### src/common/mips_pkg.sv
// mips pipeline shared types
package mips_pkg;

	// data and register widths.
	typedef logic [31:0] word_t;
	typedef logic [4:0]  reg_addr_t;
	typedef logic [2:0]  alu_op_t;

	// alu operation codes.
	localparam alu_op_t ALU_AND = 3'b000;
	localparam alu_op_t ALU_OR  = 3'b001;
	localparam alu_op_t ALU_ADD = 3'b010;
	localparam alu_op_t ALU_SUB = 3'b110;
	localparam alu_op_t ALU_SLT = 3'b111;

	// primary opcodes, instr[31:26].
	localparam logic [5:0] OP_RTYPE = 6'h00;
	localparam logic [5:0] OP_ADDI  = 6'h08;
	localparam logic [5:0] OP_LW    = 6'h23;
	localparam logic [5:0] OP_SW    = 6'h2b;

	// r-type function field, instr[5:0].
	localparam logic [5:0] FN_ADD = 6'h20;
	localparam logic [5:0] FN_SUB = 6'h22;
	localparam logic [5:0] FN_AND = 6'h24;
	localparam logic [5:0] FN_OR  = 6'h25;
	localparam logic [5:0] FN_SLT = 6'h2a;

	// data memory size in words, power of two.
	localparam int DMEM_DEPTH_DEF = 64;

endpackage

### src/common/ex_mem_if.sv
// execute to memory bundle
`timescale 1ns/1ps

interface ex_mem_if;
	import mips_pkg::*;

	logic      reg_write;  // never set for register 0.
	logic      mem_to_reg;
	logic      mem_read;
	logic      mem_write;
	word_t     alu_result; // also the memory byte address.
	word_t     store_data;
	reg_addr_t dest;

	modport src (
		output reg_write, mem_to_reg, mem_read, mem_write,
		output alu_result, store_data, dest
	);

	modport dst (
		input reg_write, mem_to_reg, mem_read, mem_write,
		input alu_result, store_data, dest
	);

endinterface

### src/common/id_ex_if.sv
// decode to execute bundle
`timescale 1ns/1ps

interface id_ex_if;
	import mips_pkg::*;

	logic      reg_write;
	logic      mem_to_reg;
	logic      mem_read;
	logic      mem_write;
	logic      alu_src;   // immediate as second operand.
	logic      reg_dst;   // rd as destination, else rt.
	alu_op_t   alu_op;
	word_t     rs_data;
	word_t     rt_data;
	word_t     imm;       // already sign extended.
	reg_addr_t rs_addr;
	reg_addr_t rt_addr;
	reg_addr_t rd_addr;

	modport src (
		output reg_write, mem_to_reg, mem_read, mem_write, alu_src, reg_dst,
		output alu_op, rs_data, rt_data, imm, rs_addr, rt_addr, rd_addr
	);

	modport dst (
		input reg_write, mem_to_reg, mem_read, mem_write, alu_src, reg_dst,
		input alu_op, rs_data, rt_data, imm, rs_addr, rt_addr, rd_addr
	);

endinterface

### src/decode/instr_decoder.sv
// instruction decode and register read
`timescale 1ns/1ps

module instr_decoder (
	input  logic               clk,
	input  logic               rst,
	input  mips_pkg::word_t    instr,
	input  logic               instr_valid,
	input  logic               wb_en,
	input  mips_pkg::reg_addr_t wb_addr,
	input  mips_pkg::word_t    wb_data,
	id_ex_if.src               dec_bus
);
	import mips_pkg::*;

	logic [5:0] opcode;
	logic [5:0] funct;
	logic       rf_we;

	assign opcode = instr[31:26];
	assign funct  = instr[5:0];

	assign dec_bus.rs_addr = instr[25:21];
	assign dec_bus.rt_addr = instr[20:16];
	assign dec_bus.rd_addr = instr[15:11];
	assign dec_bus.imm     = {{16{instr[15]}}, instr[15:0]};

	// hold off register writes while reset is asserted.
	assign rf_we = wb_en & rst;

	always_comb begin
		dec_bus.reg_write  = 1'b0; // bubble unless recognised.
		dec_bus.mem_to_reg = 1'b0;
		dec_bus.mem_read   = 1'b0;
		dec_bus.mem_write  = 1'b0;
		dec_bus.alu_src    = 1'b0;
		dec_bus.reg_dst    = 1'b0;
		dec_bus.alu_op     = ALU_AND;
		if (instr_valid) begin
			case (opcode)
				OP_RTYPE: begin
					dec_bus.reg_dst = 1'b1;
					case (funct)
						FN_ADD: begin dec_bus.reg_write = 1'b1; dec_bus.alu_op = ALU_ADD; end
						FN_SUB: begin dec_bus.reg_write = 1'b1; dec_bus.alu_op = ALU_SUB; end
						FN_AND: begin dec_bus.reg_write = 1'b1; dec_bus.alu_op = ALU_AND; end
						FN_OR:  begin dec_bus.reg_write = 1'b1; dec_bus.alu_op = ALU_OR;  end
						FN_SLT: begin dec_bus.reg_write = 1'b1; dec_bus.alu_op = ALU_SLT; end
						default: dec_bus.reg_dst = 1'b0;
					endcase
				end
				OP_ADDI: begin
					dec_bus.reg_write = 1'b1;
					dec_bus.alu_src   = 1'b1;
					dec_bus.alu_op    = ALU_ADD;
				end
				OP_LW: begin
					dec_bus.reg_write  = 1'b1;
					dec_bus.mem_to_reg = 1'b1;
					dec_bus.mem_read   = 1'b1;
					dec_bus.alu_src    = 1'b1;
					dec_bus.alu_op     = ALU_ADD; // base plus offset.
				end
				OP_SW: begin
					dec_bus.mem_write = 1'b1;
					dec_bus.alu_src   = 1'b1;
					dec_bus.alu_op    = ALU_ADD;
				end
				default: ;
			endcase
		end
	end

	reg_file i_reg_file (
		.clk     (clk),
		.ra_addr (dec_bus.rs_addr),
		.rb_addr (dec_bus.rt_addr),
		.ra_data (dec_bus.rs_data),
		.rb_data (dec_bus.rt_data),
		.we      (rf_we),
		.wa      (wb_addr),
		.wd      (wb_data)
	);

endmodule

### src/decode/reg_file.sv
// general purpose register file
`timescale 1ns/1ps

module reg_file (
	input  logic                clk,
	input  mips_pkg::reg_addr_t ra_addr,
	input  mips_pkg::reg_addr_t rb_addr,
	output mips_pkg::word_t     ra_data,
	output mips_pkg::word_t     rb_data,
	input  logic                we,
	input  mips_pkg::reg_addr_t wa,
	input  mips_pkg::word_t     wd
);
	import mips_pkg::*;

	word_t regs [0:31];

	always_ff @(posedge clk) begin
		if (we && wa != '0) begin
			regs[wa] <= wd;
		end
	end

	// register 0 reads as zero, same-cycle write passes straight through.
	always_comb begin
		if (ra_addr == '0) ra_data = '0;
		else if (we && wa == ra_addr) ra_data = wd;
		else ra_data = regs[ra_addr];
	end

	always_comb begin
		if (rb_addr == '0) rb_data = '0;
		else if (we && wa == rb_addr) rb_data = wd;
		else rb_data = regs[rb_addr];
	end

endmodule

### src/execute/exec_stage.sv
// execute stage with forwarding
`timescale 1ns/1ps

module exec_stage (
	input  logic                clk,
	input  logic                rst,
	id_ex_if.dst                ex_bus,
	input  logic                wb_en,
	input  mips_pkg::reg_addr_t wb_addr,
	input  mips_pkg::word_t     wb_data,
	ex_mem_if.src               ex_mem
);
	import mips_pkg::*;

	word_t     op_a;
	word_t     op_b;  // forwarded rt, also the store data.
	word_t     alu_b;
	word_t     alu_y;
	reg_addr_t dest;

	// newest producer wins; a load in ex/mem has no result yet.
	function automatic word_t fwd_sel(input reg_addr_t src, input word_t rdata);
		word_t val;
		if (ex_mem.reg_write && !ex_mem.mem_read && ex_mem.dest == src) val = ex_mem.alu_result;
		else if (wb_en && wb_addr == src) val = wb_data;
		else val = rdata;
		return val;
	endfunction

	assign op_a  = fwd_sel(ex_bus.rs_addr, ex_bus.rs_data);
	assign op_b  = fwd_sel(ex_bus.rt_addr, ex_bus.rt_data);
	assign alu_b = ex_bus.alu_src ? ex_bus.imm : op_b;
	assign dest  = ex_bus.reg_dst ? ex_bus.rd_addr : ex_bus.rt_addr;

	always_comb begin
		case (ex_bus.alu_op)
			ALU_ADD: alu_y = op_a + alu_b;
			ALU_SUB: alu_y = op_a - alu_b;
			ALU_AND: alu_y = op_a & alu_b;
			ALU_OR:  alu_y = op_a | alu_b;
			ALU_SLT: alu_y = ($signed(op_a) < $signed(alu_b)) ? 32'd1 : 32'd0;
			default: alu_y = '0;
		endcase
	end

	always_ff @(posedge clk or negedge rst) begin
		if (!rst) begin
			ex_mem.reg_write  <= 1'b0;
			ex_mem.mem_to_reg <= 1'b0;
			ex_mem.mem_read   <= 1'b0;
			ex_mem.mem_write  <= 1'b0;
			ex_mem.alu_result <= '0;
			ex_mem.store_data <= '0;
			ex_mem.dest       <= '0;
		end else begin
			ex_mem.reg_write  <= ex_bus.reg_write && (dest != '0); // r0 writes dropped here.
			ex_mem.mem_to_reg <= ex_bus.mem_to_reg;
			ex_mem.mem_read   <= ex_bus.mem_read;
			ex_mem.mem_write  <= ex_bus.mem_write;
			ex_mem.alu_result <= alu_y;
			ex_mem.store_data <= op_b;
			ex_mem.dest       <= dest;
		end
	end

endmodule

### src/logic/id_ex.sv
// id/ex pipeline register
`timescale 1ns/1ps

module id_ex (
	input  logic  clk,
	input  logic  rst,
	id_ex_if.dst  dec_bus,
	id_ex_if.src  ex_bus
);

	// loads every cycle, everything clears on reset.
	always_ff @(posedge clk or negedge rst) begin
		if (!rst) begin
			ex_bus.reg_write  <= 1'b0;
			ex_bus.mem_to_reg <= 1'b0;
			ex_bus.mem_read   <= 1'b0;
			ex_bus.mem_write  <= 1'b0;
			ex_bus.alu_src    <= 1'b0;
			ex_bus.reg_dst    <= 1'b0;
			ex_bus.alu_op     <= '0;
			ex_bus.rs_data    <= '0;
			ex_bus.rt_data    <= '0;
			ex_bus.imm        <= '0;
			ex_bus.rs_addr    <= '0;
			ex_bus.rt_addr    <= '0;
			ex_bus.rd_addr    <= '0;
		end else begin
			ex_bus.reg_write  <= dec_bus.reg_write;
			ex_bus.mem_to_reg <= dec_bus.mem_to_reg;
			ex_bus.mem_read   <= dec_bus.mem_read;
			ex_bus.mem_write  <= dec_bus.mem_write;
			ex_bus.alu_src    <= dec_bus.alu_src;
			ex_bus.reg_dst    <= dec_bus.reg_dst;
			ex_bus.alu_op     <= dec_bus.alu_op;
			ex_bus.rs_data    <= dec_bus.rs_data;
			ex_bus.rt_data    <= dec_bus.rt_data;
			ex_bus.imm        <= dec_bus.imm;
			ex_bus.rs_addr    <= dec_bus.rs_addr;
			ex_bus.rt_addr    <= dec_bus.rt_addr;
			ex_bus.rd_addr    <= dec_bus.rd_addr;
		end
	end

endmodule

### src/logic/mem_wb_stage.sv
// data memory and writeback
`timescale 1ns/1ps

module mem_wb_stage #(
	parameter int DMEM_DEPTH = mips_pkg::DMEM_DEPTH_DEF
) (
	input  logic                 clk,
	input  logic                 rst,
	ex_mem_if.dst                ex_mem,
	output logic                 wb_en,
	output mips_pkg::reg_addr_t  wb_addr,
	output mips_pkg::word_t      wb_data
);
	import mips_pkg::*;

	localparam int ADDR_W = $clog2(DMEM_DEPTH);

	word_t             dmem [DMEM_DEPTH];
	logic [ADDR_W-1:0] mem_idx;
	word_t             load_data;

	// word index, wraps modulo depth.
	assign mem_idx   = ex_mem.alu_result[ADDR_W+1:2];
	assign load_data = ex_mem.mem_read ? dmem[mem_idx] : '0;

	always_ff @(posedge clk) begin
		if (ex_mem.mem_write) begin
			dmem[mem_idx] <= ex_mem.store_data;
		end
	end

	// mem/wb register, drives the writeback ports directly.
	always_ff @(posedge clk or negedge rst) begin
		if (!rst) begin
			wb_en   <= 1'b0;
			wb_addr <= '0;
			wb_data <= '0;
		end else begin
			wb_en   <= ex_mem.reg_write;
			wb_addr <= ex_mem.dest;
			wb_data <= ex_mem.mem_to_reg ? load_data : ex_mem.alu_result;
		end
	end

endmodule

### src/logic/mips_core.sv
// mips integer pipeline top
`timescale 1ns/1ps

module mips_core #(
	parameter int DMEM_DEPTH = mips_pkg::DMEM_DEPTH_DEF
) (
	input  logic                clk,
	input  logic                rst,
	input  mips_pkg::word_t     instr,
	input  logic                instr_valid,
	output logic                wb_en,
	output mips_pkg::reg_addr_t wb_addr,
	output mips_pkg::word_t     wb_data
);

	id_ex_if  dec_bus ();
	id_ex_if  ex_bus ();
	ex_mem_if ex_mem ();

	instr_decoder i_instr_decoder (
		.clk         (clk),
		.rst         (rst),
		.instr       (instr),
		.instr_valid (instr_valid),
		.wb_en       (wb_en),
		.wb_addr     (wb_addr),
		.wb_data     (wb_data),
		.dec_bus     (dec_bus)
	);

	id_ex i_id_ex (
		.clk     (clk),
		.rst     (rst),
		.dec_bus (dec_bus),
		.ex_bus  (ex_bus)
	);

	exec_stage i_exec_stage (
		.clk     (clk),
		.rst     (rst),
		.ex_bus  (ex_bus),
		.wb_en   (wb_en),
		.wb_addr (wb_addr),
		.wb_data (wb_data),
		.ex_mem  (ex_mem)
	);

	mem_wb_stage #(
		.DMEM_DEPTH (DMEM_DEPTH)
	) i_mem_wb_stage (
		.clk     (clk),
		.rst     (rst),
		.ex_mem  (ex_mem),
		.wb_en   (wb_en),
		.wb_addr (wb_addr),
		.wb_data (wb_data)
	);

endmodule

### config.mk
export PLATFORM = sky130hd
export DESIGN_NAME = mips_core
export DESIGN_NICKNAME = d
export VERILOG_FILES = /design/src/common/mips_pkg.sv /design/src/common/ex_mem_if.sv /design/src/common/id_ex_if.sv /design/src/decode/instr_decoder.sv /design/src/decode/reg_file.sv /design/src/execute/exec_stage.sv /design/src/logic/id_ex.sv /design/src/logic/mem_wb_stage.sv /design/src/logic/mips_core.sv
export SDC_FILE = /design/constraint.sdc
export NUM_CORES = 2
export LEC_CHECK = 0
export BUFFER_PORTS_ARGS = -buffer_cell sky130_fd_sc_hd__buf_2
export CORE_MARGIN = 1
export CORE_UTILIZATION = 40
export DETAILED_ROUTE_END_ITERATION = 10
export PLACE_DENSITY = 0.51
export SLEW_MARGIN = 40
export SYNTH_ARGS = -nofsm -noshare
export SYNTH_HDL_FRONTEND = slang
export SYNTH_SLANG_ARGS = --single-unit
### constraint.sdc
create_clock -name clk -period 6.2 [get_ports clk]
set_input_delay 1.24 -clock clk [delete_from_list [all_inputs] [get_ports clk]]
set_output_delay 1.24 -clock clk [all_outputs]
set_load 0.05 [all_outputs]
After elaboration in Yosys (flattened, before gate mapping)
Memory sizes are Yosys's and may differ from the RTL's.
Index checks and enable logic that the tools add are counted.
- $add $sub $neg: 2
- $mul: 0
- div/mod/pow operators: 0
- $lt $le $gt $ge: 1
- equal/unequal tests: 18
- shifts and indexed selects: 0
- mux-type cells: 31
- bitwise operators: 3
- reductions and logical operators: 19
- operator list (kind ; number):
    32-bit 2-to-1 mux ; 10
    32-bit one-hot mux with 5 select lines ; 1
    6-bit == test, second input constant ; 7
    32-bit adder ; 1
    32-bit bitwise AND ; 1
    32-bit less-than comparator ; 1
    32-bit bitwise OR ; 1
    32-bit subtractor ; 1
    5-bit == test ; 6
    1-bit 2-to-1 mux ; 15
    3-bit one-hot mux with 4 select lines ; 1
    5-bit zero test ; 2
    5-bit nonzero test ; 2
    1-bit logical AND ; 9
    3-bit == test, second input constant ; 2
    6-bit by 4-bit == test with 1-bit output, second input constant ; 1
    6-bit zero test ; 1
    3-bit one-hot mux with 2 select lines ; 1
    5-bit 2-to-1 mux ; 1
    5-bit OR reduction ; 1
    3-bit by 1-bit == test with 1-bit output, second input constant ; 1
    3-bit by 2-bit == test with 1-bit output, second input constant ; 1
    3-bit zero test ; 1
    3-bit 2-to-1 mux ; 1
    5 further kinds ; 5
- register bits after elaboration: 213
- bits in latches: 0
- RAM bits: 3072
- ROM bits: 0
- bits of input ports: 35
- output and inout bits: 38
- logic and storage cells: 97
- memories kept: 2
- memory list (memory ; words ; width ; read ports ; clocked after memory_dff ; write ports ; line ; RTL):
    i_mem_wb_stage.dmem ; 64 ; 32 ; 1 ; 0 ; 1 ; mem_wb_stage.sv:18 ; word_t dmem [DMEM_DEPTH];
    i_instr_decoder.i_reg_file.regs ; 32 ; 32 ; 2 ; 0 ; 1 ; reg_file.sv:16 ; word_t regs [0:31];

Depth between registers and ports, before layout
- word-level depth: 8
- depth in mapped cells: 22
- gate-level depth less buffers: 19

Cells and area by module
A second synthesis with hierarchy kept.
- cells, all modules: 8322
- area total of the unflattened synthesis: 139025.8 um^2
- by module, submodules not included (module ; times used ; cells each ; area each (um^2) ; sequential area each (um^2)):
    mem_wb_stage ; 1 ; 4509 ; 78924.4 ; 62449.9
    reg_file ; 1 ; 2520 ; 47869.7 ; 30749.5
    exec_stage ; 1 ; 1097 ; 8673.3 ; 1826.8
    id_ex ; 1 ; 120 ; 3002.9 ; 3002.9
    instr_decoder ; 1 ; 76 ; 555.5 ; 0.0

Least setup slack after synthesis
OpenSTA, ideal clock, no wires.
- path type: register to register
- start: reg i_mem_wb_stage.wb_addr[2]
- end: reg i_exec_stage.ex_mem.alu_result[29]
- library setup time: 0.138 ns
- arrival: 4.821 ns
- required time: 6.062 ns
- path slack: 1.241 ns
- cell stages (with the launch flop): 22
- path buffers: 4
- period minus slack after synthesis: 4.959 ns
- cells stage by stage: dfrtp_1 -> clkbuf_1 -> xor2_1 -> nor4_1 -> and3_1 -> clkbuf_1 -> buf_2 -> mux2i_1 -> a21oi_1 -> mux2_2 -> ha_1 -> buf_6 -> nor2b_4 -> or4_1 -> a31o_1 -> o211a_1 -> o21ai_2 -> a31o_1 -> a41oi_1 -> a31oi_1 -> xor2_1 -> o22ai_1
- cells in the longest elaborated chain, start to end: 7
- elaborated cells between the ends (all ways): 14
- classes of those cells: add/sub (2); eq/ne (2); mux (6); bitwise (2); reduce/logical (2)
- ends and longest elaborated chain (what ; line ; RTL):
    from (decl) ; mem_wb_stage.sv:11 ; output mips_pkg::reg_addr_t wb_addr,
    from (signal assigned) ; mem_wb_stage.sv:40 ; wb_addr <= ex_mem.dest;
    5-bit == test * ; exec_stage.sv:25 ; else if (wb_en && wb_addr == src) val = wb_data;
    1-bit logical AND * ; exec_stage.sv:25 ;
    32-bit 2-to-1 mux * ; exec_stage.sv:25 ;
    32-bit 2-to-1 mux * ; exec_stage.sv:24 ; if (ex_mem.reg_write && !ex_mem.mem_read && ex_mem.dest == src) val = ex_mem.alu_result;
    named net i_exec_stage.op_b[6] ; exec_stage.sv:16 ; word_t op_b;
    32-bit 2-to-1 mux * ; exec_stage.sv:32 ; assign alu_b = ex_bus.alu_src ? ex_bus.imm : op_b;
    32-bit subtractor or 32-bit adder (tied branches) ; exec_stage.sv:38, exec_stage.sv:37 ;
    32-bit one-hot mux with 5 select lines * ; exec_stage.sv:36 ; case (ex_bus.alu_op)
    named net i_exec_stage.alu_y[29] ; exec_stage.sv:18 ; word_t alu_y;
    to (signal assigned) ; exec_stage.sv:60 ; ex_mem.alu_result <= alu_y;
    to (decl) ; ex_mem_if.sv:17 ; output alu_result, store_data, dest
The timed path passes the listed nets; every way through them passes the cells marked *.

Worst setup path after layout
- start: reg i_mem_wb_stage.wb_addr[2]
- end: reg i_exec_stage.ex_mem.alu_result[30]
Same word-level chain as after synthesis.

==> reports/qor_table.md <==
| Result | This run |
|:---|:---|
| Status | finished clean |
| Smallest setup slack after layout | 0.804 ns |
| Critical Path RT | 7.03 ns |
| Critical R2R Capture | i_exec_stage.ex_mem.alu_result[30] |
| Count of final max-slew check failures | 0 |
| Post-synthesis adder-cell area fraction | 0.00928 |
| Place WS | 0.938 ns |
| Number of global-route vias before repair | 75.7k |
| Count of buffers inserted at the top-level ports | 72 |
| Critical Setup Path Class | reg -> reg |
| Layout cells sized above 1 | 0.232 |
| Flops & latches, synth | 3280 |
| Yosys warnings | 0 |
| Critical Path Source Type | register |
| Via count | 78.3k |
| Non-filler cells, final | 12.4k |
| Final Skew | 0.137 ns |
| Quantity of hold-fixing buffers added after cts | 0 |
| Reg power frac | 0.477 |
| Number of synthesized flops with an enable pin | 3072 |
| Flip-flop count of the largest register, all copies and words added | 2048 |
| Instance area at placement | 143000 um^2 |
| Overall Global Routing Usage | 0.272 |
| Row Count | 211 |
| Part of the cycle the worst path needs | 0.870 |
| Number of setup violations in the final report | 0 |
| Fmax | 185 MHz |
| Element type at the critical path end | register |
| Length in cells of the worst reg-to-reg path | 19 |
| Number of sinks handled by clock tree synthesis | 3280 |
| Clk slew on worst S/H paths | 0.06 ns |
| Hold Violations, Final | 0 |
| Post-synthesis cell type count | 81 |
| Cell Pwr Density | 344 nW/um^2 |
| Average wire length per cell after detail routing | 37.6 um |
| Maximum fanout count along the critical path | 10 |
| Routability Congestion | 0.875 |
| Clk buf depth | 4 |
| Synthesized instance count | 7364 |
| Number of buffers created by CTS | 355 |
| First drt pass iteration count | 6 |
| # fillers | 27.8k |
| CTS H-Tree Depth | 5 |
| Area growth syn-to-layout | 15.8% |
| Transition time at the pin with the least slew margin | 1.00 ns |
| Mean area per synthesized cell | 18.2 um^2 |
| RSZ-0062 raised after global routing | false |
| Cell total after placement | 11.7k |
| DIE HEIGHT | 580 um |
| Largest family of logic cells by synthesized area | multiplexers |
| Post-synthesis sequential area ratio | 0.729 |
| Sum of negative setup slack | 0 ns |
| Prevailing post-synth register cell | edfxtp_1 |
| Crit Reg-Reg Startpoint | i_mem_wb_stage.wb_addr[2] |
| Class of the tightest hold or removal check | in -> async |
| First DRT Iteration DRCs | 10.9k |
| Final instance area | 155000 um^2 |
| Fraction of power consumed by the clock network | 0.394 |
| Simple-gate portion of the synthesized area | 0.0260 |
| Worst EP arrival | 6.23 ns |
| Die footprint | 337000 um^2 |
| Insertion delay of the later-clocked pin in the worst-skew pair | 0.97 ns |
| Clock Root Buffer | clkbuf_16 |
| Number of remaining DRC errors | 0 |
| Final Routed Wirelength | 466 mm |
| Final worst hold slack | 0.254 ns |
| Max-slew headroom | 0.327 |
| Overall overflow remaining after global route | 0 |
| Sw frac | 0.267 |
| Post-CTS Setup Inserts | 0 |
| Register-to-register path setup slack | 0.80 ns |
| Netlist area before placement | 134000 um^2 |
| Static Leakage | 49.3 nW |
| Post-synthesis xor/xnor area fraction | 0.00380 |
| Total core area | 332000 um^2 |
| Part of the total power dissipated in combinational logic | 0.129 |
| Initial core utilization | 0.403 |
| Via count normalized by instance count | 6.31 |
| Power dissipated by switching net loads | 0.0143 W |
| Register ranked first by flip-flop count | i_mem_wb_stage.dmem |
| Largest net degree at the start of global routing | 83 |
| Global-route wire length before repair | 639 mm |
| Number of placed I/O pins | 73 |
| Biggest registers after layout | i_mem_wb_stage.dmem (2048), i_instr_decoder.i_reg_file.regs (1024) |
| CTS tree | built |
| Detailed placer's ending HPWL | 290 mm |
| Antenna violations before repair | 33 |
| Quantity of gates resized following cts | 0 |
| Fraction of synthesized area in multiplexers | 0.117 |
| Final #Nets | 7869 |
| Shortest clock period the worst path allows after layout | 5.40 ns |
| Maximum VDD drop | 0.273 mV |
| Pint | 0.0390 W |
| Post-synthesis compound-gate area fraction | 0.0961 |
| Width of the die | 580 um |
| Share of synthesized flip-flops with an asynchronous set or reset | 0.0634 |
| Number of nets still failing antenna checks after routing | 0 |
| Max-capacitance violation count | 0 |
==> layout by cell type, fill, tap and decap left out, types with 96 or more instances in the layout <==
cell type  Yosys  final
clkbuf_16      0    362
a21oi_1      182    177
a221oi_1     163    163
edfxtp_1    3072   3072
nor2_1       331    231
ha_1          96     96
a22oi_1      710    710
buf_4          0    326
a31oi_1      158    149
dfrtp_1      208    164
a22o_1       161    161
nor2_4         0     99
mux4_2       601    601
mux2i_1      184    179
inv_1        112    112
nand2_1      105    103
a211oi_1     109    109
==> per-stage QoR <==
stage                     total power (W)   util
after global routing               0.0546  0.467
after floorplan                    0.0291      -
after CTS                          0.0534  0.467
after global placement             0.0325  0.428
final                              0.0533  0.467
after detailed placement           0.0326  0.432
==> how the worst max path moves through the flow <==
stage / start / to / slack [ns] / depth (start not counted)
2_1_floorplan: i_mem_wb_stage.wb_addr[2] / i_exec_stage.ex_mem.alu_result[29] / 1.24 / 21
3_3_place_gp: i_mem_wb_stage.wb_addr[2] / i_exec_stage.ex_mem.alu_result[30] / 0.90 / 19
3_5_place_dp: i_mem_wb_stage.wb_addr[2] / i_exec_stage.ex_mem.alu_result[30] / 0.94 / 19
4_1_cts: i_mem_wb_stage.wb_addr[2] / i_exec_stage.ex_mem.alu_result[30] / 0.92 / 19
5_1_grt: i_mem_wb_stage.wb_addr[2] / i_exec_stage.ex_mem.alu_result[23] / 0.43 / 19
6_report: i_mem_wb_stage.wb_addr[2] / i_exec_stage.ex_mem.alu_result[30] / 0.80 / 19
==> power groups by stage <==
stage	Clock, W	Sequential, W	Combinational, W
floorplan	0	0.0261	0.00298
global placement	0	0.0259	0.00656
detailed placement	0	0.0259	0.00675
CTS	0.0212	0.0254	0.00677
global route	0.0220	0.0254	0.00715
finish	0.0210	0.0254	0.00689
==> Yosys cell counts (all sizes together), types with 42 or more instances <==
cell type,number,area [um^2]
a22o,161,1410
o21ai,59,299
edfxtp,3072,92200
a31oi,158,988
a221oi,164,1440
nand2,105,394
inv,112,420
clkbuf,277,1040
nor2,331,1240
a22oi,710,5330
dfrtp,208,5200
a211oi,110,831
nand4,76,475
mux2i,184,1840
nor2b,42,270
buf,258,1140
nor4,42,263
a21oi,182,911
a41oi,43,377
ha,96,1200
mux4,601,13500
==> cells by family (layout without fill, tap and decap cells) <==
kind of cell | Yosys count | after routing
AO/OA/AOI/OAI | 1745 | 1745
XOR/XNOR | 58 | 58
adder cells (fa/ha/maj) | 98 | 98
buffers and inverters | 647 | 1281
flip-flops | 3280 | 3280
multiplexers | 807 | 807
other | 1 | 38
AND/OR/NAND/NOR | 728 | 728
==> worst max-delay path, stage by stage (launching register included) <==
cell and delay [ns]:
dfrtp_1 0.36, buf_4 0.18, xor2_1 0.15, nor4_1 0.30, and3_2 0.47, mux2i_1 0.27, a21oi_1 0.14, mux2_2 0.33
ha_1 0.25, fa_1 0.45, a21o_1 0.17, a21o_1 0.22, a21oi_1 0.22, a21oi_1 0.20, a21boi_0 0.45, o211ai_1 0.24
a41oi_1 0.44, nor4_1 0.09, a311oi_1 0.26, a21oi_1 0.06
==> area by class of cell <==
class,instances,area (um^2),share of cell area
Antenna cell,6,15.0,0.0000969
Clock buffer,439,9410,0.0607
Clock inverter,211,1950,0.0126
Inverter,112,420,0.00271
Multi-Input combinational cell,3468,34900,0.225
Sequential cell,3280,97500,0.630
Tap cell,4366,5460,0.0353
Timing Repair Buffer,519,5250,0.0339
==> per-layer routing <==
layer,up-vias,routed length [um],GRT usage,part of all wire
met5,-,23,0,0.000049
met4,4,18600,0.0966,0.040
met3,674,45700,0.0561,0.098
met2,3970,205000,0.401,0.44
met1,42000,197000,0.400,0.42
li1,31700,-,-,-
Power figures use the tool's default switching activity.
